File: config.mk
export PLATFORM = sky130hd
export DESIGN_NAME = mcp_top
export DESIGN_NICKNAME = d
export VERILOG_FILES = /design/src/mcp_pkg.sv /design/src/mcp_phase.sv /design/src/mcp_plc.sv /design/src/mcp_pta.sv /design/src/mcp_seq.sv /design/src/mcp_qbus.sv /design/src/mcp_top.sv
export SDC_FILE = /design/constraint.sdc
export NUM_CORES = 1
export LEC_CHECK = 0
export BUFFER_PORTS_ARGS = -buffer_cell sky130_fd_sc_hd__buf_2
export CAP_MARGIN = 20
export CELL_PAD_IN_SITES_DETAIL_PLACEMENT = 1
export CELL_PAD_IN_SITES_GLOBAL_PLACEMENT = 2
export CORE_UTILIZATION = 41
export DETAILED_ROUTE_END_ITERATION = 7
export PLACE_DENSITY = 0.85
export SLEW_MARGIN = 20
export SYNTH_ARGS = -nofsm -noshare
export SYNTH_HDL_FRONTEND = slang
export SYNTH_SLANG_ARGS = --single-unit
File: constraint.sdc
create_clock -name clk -period 3.44 [get_ports clk]
set_input_delay 0.688 -clock clk [delete_from_list [all_inputs] [get_ports clk]]
set_output_delay 0.688 -clock clk [all_outputs]
set_load 0.01 [all_outputs]
File: src/mcp_pkg.sv
// mcp control chip shared definitions
// microword, decode strobes, phase ring and bus strobe types,
// opcodes and the address constants of the sequencer
package mcp_pkg;

   localparam int ADDR_W = 11;                            // location counter width
   localparam logic [ADDR_W-1:0] RESET_ADDR = 11'd1;      // first fetch after reset
   localparam logic [2:0] TRANS_PFX = 3'b100;             // opcode translation page
   localparam logic [7:0] IRQ_PFX = 8'h02;                // interrupt vector page

   typedef enum logic [3:0]
   {
      op_nop    = 4'h0,                                   // fall through
      op_jmp    = 4'h1,                                   // jump to arg
      op_jcond  = 4'h2,                                   // jump if jc
      op_call   = 4'h3,                                   // save inc, jump
      op_ret    = 4'h4,                                   // back to rr
      op_ldtr   = 4'h5,                                   // tr from data in
      op_trans  = 4'h6,                                   // jump to pta
      op_rd     = 4'h7,                                   // bus read
      op_wr     = 4'h8,                                   // bus write
      op_wrb    = 4'h9,                                   // bus write byte
      op_iak    = 4'ha,                                   // interrupt ack
      op_irqset = 4'hb,                                   // set flags 7..5
      op_irqclr = 4'hc                                    // clear flags 7..5
   } mcp_op_e;

   typedef struct packed
   {
      mcp_op_e     op;                                    // opcode
      logic [11:0] arg;                                   // low bits are target
   } mi_t;

   typedef struct packed
   {
      logic jump;                                         // unconditional jump
      logic cond;                                         // conditional jump
      logic call;                                         // subroutine call
      logic ret;                                          // return
      logic trans;                                        // translation jump
      logic ldtr;                                         // load tr
      logic rd;                                           // read cycle
      logic wr;                                           // write cycle
      logic wrbyte;                                       // byte qualifier
      logic iak;                                          // ack cycle
      logic set;                                          // irq flag set
      logic clr;                                          // irq flag clear
      logic bus;                                          // any bus op
   } dec_t;

   typedef struct packed
   {
      logic c1;
      logic c2;
      logic c3;
      logic c4;
   } phase_t;

   typedef struct packed
   {
      logic syn;                                          // cycle sync
      logic din;                                          // data in
      logic dout;                                         // data out
      logic wtbt;                                         // write byte
      logic iako;                                         // interrupt ack out
   } bus_ctl_t;

endpackage

File: src/mcp_phase.sv
// mcp microcycle phase generator
// one-hot ring c1..c4 derived from clk, the chip's own four-phase clock;
// holds in c3 while the bus block asks for wait states
`timescale 1ns/10ps

module mcp_phase
(
   input  logic             clk,
   input  logic             rst_n,
   input  logic             stall,       // wait request from bus block
   output mcp_pkg::phase_t  phase
);

always_ff @(posedge clk or negedge rst_n)
begin
   if (!rst_n)
      phase <= '{c1: 1'b1, default: 1'b0};               // start of microcycle
   else
      if (!(phase.c3 && stall))                          // c3 stretched by wait
         phase <= '{c1: phase.c4,
                    c2: phase.c1,
                    c3: phase.c2,
                    c4: phase.c3};                        // rotate ring
end

endmodule

File: src/mcp_plc.sv
// mcp microinstruction decoder
// turns the opcode of the microinstruction register into the
// decode strobe set, latched so it is valid from c3 to next c2
`timescale 1ns/10ps

module mcp_plc
(
   input  logic             clk,
   input  logic             rst_n,
   input  mcp_pkg::phase_t  phase,
   input  mcp_pkg::mi_t     mir,         // latched microword
   output mcp_pkg::dec_t    dec          // decode strobes from c3
);
   import mcp_pkg::*;

   dec_t dec_d;                                           // raw decoder output

always_comb
begin
   dec_d = '0;
   case (mir.op)
      op_jmp:    dec_d.jump  = 1'b1;
      op_jcond:  dec_d.cond  = 1'b1;
      op_call:   dec_d.call  = 1'b1;
      op_ret:    dec_d.ret   = 1'b1;
      op_ldtr:   dec_d.ldtr  = 1'b1;
      op_trans:  dec_d.trans = 1'b1;
      op_rd:     dec_d.rd    = 1'b1;
      op_wr:     dec_d.wr    = 1'b1;
      op_wrb:
      begin
         dec_d.wr     = 1'b1;                             // byte write is a write
         dec_d.wrbyte = 1'b1;                             // plus the byte qualifier
      end
      op_iak:    dec_d.iak   = 1'b1;
      op_irqset: dec_d.set   = 1'b1;
      op_irqclr: dec_d.clr   = 1'b1;
      default:   dec_d       = '0;                        // nop and unused codes
   endcase
   dec_d.bus = dec_d.rd | dec_d.wr | dec_d.iak;           // one line for the bus block
end

always_ff @(posedge clk or negedge rst_n)
begin
   if (!rst_n)
      dec <= '0;
   else
      if (phase.c2)                                       // mir settled since c2
         dec <= dec_d;                                    // visible from c3
end

endmodule

File: src/mcp_pta.sv
// mcp translation array
// priority encodes the seven interrupt requests into a vector address;
// with nothing pending, forms the opcode translation address from tr
`timescale 1ns/10ps

module mcp_pta
(
   input  logic [15:0]                tr,        // translation register
   input  logic [7:1]                 irq,       // 4..1 external, 7..5 internal
   output logic [mcp_pkg::ADDR_W-1:0] pta,       // translation address
   output logic                       irq_hit    // any request pending
);
   import mcp_pkg::*;

   logic [2:0]        irq_num;                            // winning request
   logic [ADDR_W-1:0] vec_addr;                           // interrupt vector
   logic [ADDR_W-1:0] op_addr;                            // opcode entry

always_comb
begin
   irq_num = 3'd0;
   for (int i = 1; i <= 7; i++)                           // later wins, so 7 is top
      if (irq[i])
         irq_num = i[2:0];
end

assign irq_hit  = |irq;
assign vec_addr = {IRQ_PFX, irq_num};
assign op_addr  = {TRANS_PFX, tr[15:12], 4'b0000};        // 16 words per group

assign pta = irq_hit ? vec_addr : op_addr;                // interrupts first

endmodule

File: src/mcp_seq.sv
// mcp microprogram sequencer
// location counter, increment, return and translation registers,
// microinstruction register and interrupt flags; picks the next
// address in c3, loads it into lc at the end of c4
`timescale 1ns/10ps

module mcp_seq
(
   input  logic                       clk,
   input  logic                       rst_n,
   input  mcp_pkg::phase_t            phase,
   input  mcp_pkg::dec_t              dec,
   input  mcp_pkg::mi_t               mword,     // from external store
   input  logic                       jc,        // jump condition
   input  logic [3:0]                 irq_ext,   // external requests
   input  logic [15:0]                din_data,  // bus data for ldtr
   output logic [mcp_pkg::ADDR_W-1:0] maddr,     // store address
   output mcp_pkg::mi_t               mir
);
   import mcp_pkg::*;

   logic [ADDR_W-1:0] lc;                                 // location counter
   logic [ADDR_W-1:0] inc;                                // lc plus one
   logic [ADDR_W-1:0] rr;                                 // return register
   logic [ADDR_W-1:0] nxt;                                // chosen next address
   logic [ADDR_W-1:0] nxt_d;
   logic              vec;                                // vector entry taken
   logic [15:0]       tr;                                 // translation register
   logic [7:1]        irq;                                // request flags
   logic [ADDR_W-1:0] pta;
   logic              irq_hit;

mcp_pta pta_arr
(
   .tr(tr),
   .irq(irq),
   .pta(pta),
   .irq_hit(irq_hit)
);

assign maddr = lc;                                        // held c1 through c4

// next address priority: translation/vector, return, jumps, increment
always_comb
begin
   nxt_d = inc;
   if (dec.trans)
      nxt_d = pta;                                        // vector when irq_hit
   else if (dec.ret)
      nxt_d = rr;
   else if (dec.call || dec.jump || (dec.cond && jc))
      nxt_d = mir.arg[ADDR_W-1:0];
end

always_ff @(posedge clk or negedge rst_n)
begin
   if (!rst_n)
   begin
      lc  <= RESET_ADDR;
      inc <= '0;
      rr  <= '0;
      nxt <= RESET_ADDR;
      vec <= 1'b0;
      tr  <= '0;
      irq <= '0;
      mir <= '{op: op_nop, arg: '0};
   end
   else
   begin
      if (phase.c1)
         mir <= mword;                                    // store answers during c1
      if (phase.c2)
         inc <= lc + 1'b1;
      if (phase.c2 && (mir.op == op_ldtr))
         tr <= din_data;                                  // ready by c3
      if (phase.c3)                                       // repeats while stretched
      begin
         nxt      <= nxt_d;                               // jc sampled here
         vec      <= dec.trans & irq_hit;
         irq[4:1] <= irq_ext;
      end
      if (phase.c4)
      begin
         lc <= nxt;                                       // new address in c1
         if (dec.call || vec)
            rr <= inc;                                    // vector entry keeps return point
         if (dec.set)
            irq[7:5] <= irq[7:5] | mir.arg[2:0];
         else if (dec.clr)
            irq[7:5] <= irq[7:5] & ~mir.arg[2:0];
      end
   end
end

endmodule

File: src/mcp_qbus.sv
// mcp bus control
// strobe latches for sync, data in, data out, write byte and
// interrupt ack, plus the wait that stretches c3 until ready
`timescale 1ns/10ps

module mcp_qbus
(
   input  logic              clk,
   input  logic              rst_n,
   input  logic              ra,          // bus ready
   input  mcp_pkg::phase_t   phase,
   input  mcp_pkg::dec_t     dec,
   output mcp_pkg::bus_ctl_t bus,
   output logic              stall        // hold phase in c3
);
   import mcp_pkg::*;

   bus_ctl_t strb;                                        // strobes for this op
   logic     rise;                                        // last c3 clk, ready seen
   logic     fall;                                        // end of microcycle

// wait only matters for a bus op, and only in c3
assign stall = phase.c3 & dec.bus & ~ra;

always_comb
begin
   strb.syn  = dec.bus;
   strb.din  = dec.rd;
   strb.dout = dec.wr;                                    // wr and wrb
   strb.wtbt = dec.wrbyte;                                // only with dout
   strb.iako = dec.iak;
end

assign rise = phase.c3 & ~stall;
assign fall = phase.c4;

always_ff @(posedge clk or negedge rst_n)
begin
   if (!rst_n)
      bus <= '0;
   else
   begin
      if (rise)
         bus <= strb;                                     // high during c4
      else if (fall)
         bus <= '0;                                       // low again from c1
   end
end

endmodule

File: src/mcp_top.sv
// mcp control chip top level
// phase ring, sequencer, decoder and bus control of the microprogram
// control chip; store address and microword on separate ports
`timescale 1ns/10ps

module mcp_top
(
   input  logic                       clk,
   input  logic                       rst_n,
   input  logic                       ra,        // bus ready
   input  logic                       jc,        // jump condition
   input  logic [3:0]                 irq_ext,   // external requests
   input  logic [15:0]                din_data,  // data for ldtr
   input  mcp_pkg::mi_t               mword,     // microword from store
   output logic [mcp_pkg::ADDR_W-1:0] maddr,     // microcode address
   output mcp_pkg::bus_ctl_t          bus        // bus strobes
);
   import mcp_pkg::*;

   phase_t phase;                                         // c1..c4 one-hot
   logic   stall;                                         // wait from bus block
   dec_t   dec;                                           // latched decode
   mi_t    mir;                                           // microinstruction reg

mcp_phase phs
(
   .clk(clk),
   .rst_n(rst_n),
   .stall(stall),
   .phase(phase)
);

mcp_seq seq
(
   .clk(clk),
   .rst_n(rst_n),
   .phase(phase),
   .dec(dec),
   .mword(mword),
   .jc(jc),
   .irq_ext(irq_ext),
   .din_data(din_data),
   .maddr(maddr),
   .mir(mir)
);

mcp_plc plc
(
   .clk(clk),
   .rst_n(rst_n),
   .phase(phase),
   .mir(mir),
   .dec(dec)
);

mcp_qbus qbus
(
   .clk(clk),
   .rst_n(rst_n),
   .ra(ra),
   .phase(phase),
   .dec(dec),
   .bus(bus),
   .stall(stall)
);

endmodule

; ---- Yosys cells after proc, flatten, opt, wreduce, memory -nomap -nowiden
; Cells that the tools add are included.
; W data, S select, Z words.
[op_classes]
mux = 26
bitwise = 11
eq_ne = 12
n_reduce_logical = 12
n_addsub = 1
[op_table]
columns = operator, count
row1 = $mux W11, 4
row2 = $mux W3, 8
row3 = $eq A4 B4 Y1 const B, 5
row4 = $eq A4 B3 Y1 const B, 4
row5 = $mux W1, 12
row6 = $add A11 B1 Y11 const B, 1
row7 = $mux W5, 2
row8 = $eq A4 B2 Y1 const B, 2
row9 = $reduce_or A7 Y1, 1
row10 = $and A1 B1 Y1, 4
row11 = $eq A4 B1 Y1 const B, 1
row12 = $reduce_and A2 Y1, 2
row13 = $reduce_bool A2 Y1, 2
row14 = $and A3 B3 Y3, 1
row15 = $logic_and A1 B1 Y1, 3
row16 = $logic_or A1 B1 Y1, 3
row17 = $not A3 Y3, 1
row18 = $or A3 B3 Y3, 1
row19 = $not A1 Y1, 2
row20 = $or A1 B1 Y1, 2
row21 = $reduce_or A2 Y1, 1
[word_totals]
ff_bits = 104
output_inout_bits = 16
input_bits = 40
elab_cells = 93

; ---- Logic depth before layout (Yosys ltp)
[depth]
ltp_word = 9
ltp_mapped = 6
mapped_depth_nobuf = 5

; ---- Hierarchy
; From an unflattened synthesis, not the netlist that was laid out.
[hier_totals]
cells_unflattened = 373
area_unflattened_um2 = 4675.7
[modules_own_cells]
columns = module, instances, seq_area_each_um2, area_each_um2, cells_each
row1 = mcp_seq, 1, 2104.5, 3539.6, 266
row2 = mcp_plc, 1, 325.3, 608.1, 59
row3 = mcp_qbus, 1, 125.1, 254.0, 19
row4 = mcp_phase, 1, 101.3, 146.4, 10
row5 = mcp_pta, 1, 0.0, 127.6, 19

; ---- Worst setup path after synthesis
; Ideal clock, no wire load.
[synth_timing]
kind = input to register
from = input port jc
to = register seq.nxt[1]
path_stages = 5
path_buffers = 1
slack_ns = 1.537
setup_time_ns = 0.126
arrival_time_ns = 1.777
path_cell_list = a211oi_1 -> buf_4 -> mux2i_1 -> o21ai_0 -> a221o_1
[synth_between]
elab_chain_cells = 5
[synth_lines]
columns = item, line_no
row1 = from (decl), mcp_top.sv:11  ; input logic jc,
row2 = $logic_and A1 B1 Y1, mcp_seq.sv:51  ; else if (dec.call || dec.jump || (dec.cond && jc))
row3 = $logic_or A1 B1 Y1, mcp_seq.sv:51
row4 = $mux W11, mcp_seq.sv:51
row5 = $mux W11, mcp_seq.sv:49  ; else if (dec.ret)
row6 = $mux W11, mcp_seq.sv:47  ; if (dec.trans)
row7 = to (signal assigned), mcp_seq.sv:78  ; nxt <= nxt_d;
row8 = to (decl), mcp_seq.sv:25  ; logic [ADDR_W-1:0] nxt;
; Every way passes these cells.
; A chain may end at the register's enable or synchronous reset.

==> impl_results.md <==
- DR WL met3: 286 um
- Final setup violation count: 0
- Boundary Pins: 56
- CTS tree: built
- Clock latency on the worst-skew pair: 0.36 ns
- Gate power share: 34.8%
- Peak supply drop: 0.417 mV
- Clk root buf: clkbuf_8
- DIE AREA: 0.0102 sq mm
- Number of max-cap violations: 0
- Max layer used: met4
- Starting Density: 42.8%
- Num rows: 35
- Number of flops mapped to enable cells by yosys: 0
- Crit. End Element: flop
- Vias per std cell: 5.32
- # clock sinks: 92
- Synthesis-stage register bit count: 92
- Cell Chain, Critical Path: nor2b_1 > o21ai_0 > a21oi_1 > a221o_1
- Fmax: 497 MHz
- N_diodes: 0
- Share of synthesized registers carrying an async set or reset: 100%
- Sequential group share of total power: 47.3%
- Status: complete, no violations
- Area grow syn2layout: 14.1%
- Tightest Pin Transition: 0.861 ns
- Initial antenna violation count: 0
- Core Region: 0.00937 sq mm
- Clock skew: 0.0112 ns
- DP Cell Count: 497
- Sw Ratio: 37.2%
- Number of global-route vias before repair: 2875
- Crit path time final: 2.01 ns
- DP HPWL: 6.00 mm
- Placer Congestion: 0.747
- Share of total power in the clock network: 17.9%
- Total grt overflow: 0
- Die Y: 101 um
- Hold Fails Final Rpt: 0
- CP max FO: 15
- Post-synth cell types: 44
- Pwr Density: 1010 mW/mm^2
- Setup tns final: 0 ns
- Top delay family on crit path: simple AND/OR/NAND/NOR gates
- # H-tree levels: 3
- Final core utilization: 48.9%
- Arrival time worst endpoint: 2.31 ns
- Post CTS Setup Buffer Count: 0
- CP max stage cell: nor2b_1
- Tot Pwr: 4.62 mW
- CTS hold repair buffers: 0
- Die Width: 101 um
- Startpoint types: flop
- Drt total wl: 8.91 mm
- Global-route wire length before repair: 15.2 mm
- Fin Hold WS: 0.360 ns
- DR DRC count: 0
- Bufs and invs on worst path: 0
- DRT met1 WL: 4.19 mm
- GRT Util Overall: 19.6%
- Reg2reg path depth: 4
- Setup WS post-layout: 1.43 ns
- Mapped Avg Cell Area: 11.9 sq um
- CTS buffer count: 9
- Worst Path Required: 3.74 ns
- Critical path depth in cells: 4
- Warnings, synthesis: 0
- Finished Layout Cells: 513
- Via count: 2729
- IO buf count: 42
- Commonest cells after routing, fill and taps aside: dfrtp_1, mux2_2, buf_2
- Resized cells post-CTS: 0
- Slew HR: 42.5%
- Drt first-iter violations: 95
- Final slew viol count: 0
- Final ANT Viol Nets: 0
- Final instance area: 0.00458 sq mm
- Tcrit/Tclk final: 58.5%
- Post-Place Setup Slack: 1.41 ns
- Post-synth top flop: dfrtp_1
- Leak: 2.03 nW
- RSZ-0062 raised after global routing: false
- HP Class: input port to asynchronous set/reset pin
- Max incr delay on CP: 0.76 ns
- Post-Synthesis Net Count: 379
- CTS max path bufs: 2
- Final nets: 420
- Setup CP Type: flop to flop
- Reg clk slew, reported paths: 0.09 ns
- Share of cells above drive strength 1: 32.0%
- Synthesized area: 0.00401 sq mm
- Switching power: 1.72 mW
- Met2 routed WL: 4.39 mm
- Dpl cell area: 0.00435 sq mm
- Drt pass-1 iters: 4
- Cells after synthesis: 338
- Most common cell after layout, fill and taps aside: dfrtp_1
- P_int: 2.90 mW
- Largest net degree at the start of global routing: 93
- Post-synthesis sequential area ratio: 57.5%
- WL/cell: 17.4 um
cells by family (layout without fill, tap and decap cells):
family                     Yosys count  after routing  synth area share, %
AOI/OAI and AO/OA                   66             66                 10.3
xor gates and xnor gates             9              9                 1.96
adders and majority gates            1              1                0.312
buffers and inverters               36             82                 3.99
DFF                                 92             92                 57.5
muxes                               58             58                 16.0
and+or+nand+nor                     76             76                 9.95
Yosys cell counts, drive strengths merged (3+ instances only):
cell type	count	area, sq um
dfstp	3	78.8
nand4	4	25.0
nor2b	5	31.3
mux2i	9	90.1
nor3	3	15.0
xnor2	7	61.3
mux2	49	552
a32o	3	30.0
o21ai	28	140
nand3	19	95.1
and3	4	31.3
buf	8	35.0
nand2	12	45.0
clkbuf	9	53.8
inv	19	71.3
a221o	6	61.3
o2bb2ai	3	26.3
nor2	20	75.1
dfrtp	89	2230
a21oi	17	85.1
path summary, 6_finish.rpt:
kind | startpoint | endpoint | slack, ns
max | phs.phase[1] | seq.nxt[5] | 1.43
min | rst_n | qbus.bus[1] | 0.36
min reg2reg | seq.rr[0] | seq.rr[0] | 0.49
min in group clk | seq.rr[0] | seq.rr[0] | 0.49
max reg2reg | phs.phase[1] | seq.nxt[5] | 1.43
max in group asynchronous | rst_n | seq.maddr[0] | 2.67
power by group through the flow:
stage	clock, mW	sequential [mW]	combinational, mW
2_1_floorplan	0	1.97	1.31
3_3_place_gp	0	2.18	1.54
3_5_place_dp	0	2.22	1.61
4_1_cts	0.848	2.20	1.63
5_1_grt	0.886	2.28	1.79
6_report	0.826	2.19	1.61
metal layers:
metal | up-vias | GRT usage (%)
met3 | 4 | 4.09
met2 | 41 | 31.6
li1 | 1272 | -
met1 | 1412 | 27.1
met4 | 0 | 5.24
met5 | - | 0
layout make-up:
cell class,instances,area (sq um)
fillers,1037,4790
inverters,19,71.3
repair buffers,47,263
multi-input cells,210,1550
flip-flops and latches,92,2310
well taps,129,161
clock inverters,5,83.8
clock buffers,11,141
flip-flops by register name, indices dropped and copies added (netlist names), named ones only:
signal,flops
seq.irq,4
phs.phase,4
seq.mir,15
seq.nxt,11
seq.tr,4
seq.inc,11
plc.dec,12
qbus.bus,5
seq.maddr,11
seq.rr,11
seq.vec,1
Note: power is estimated with default switching activity, not from simulation.
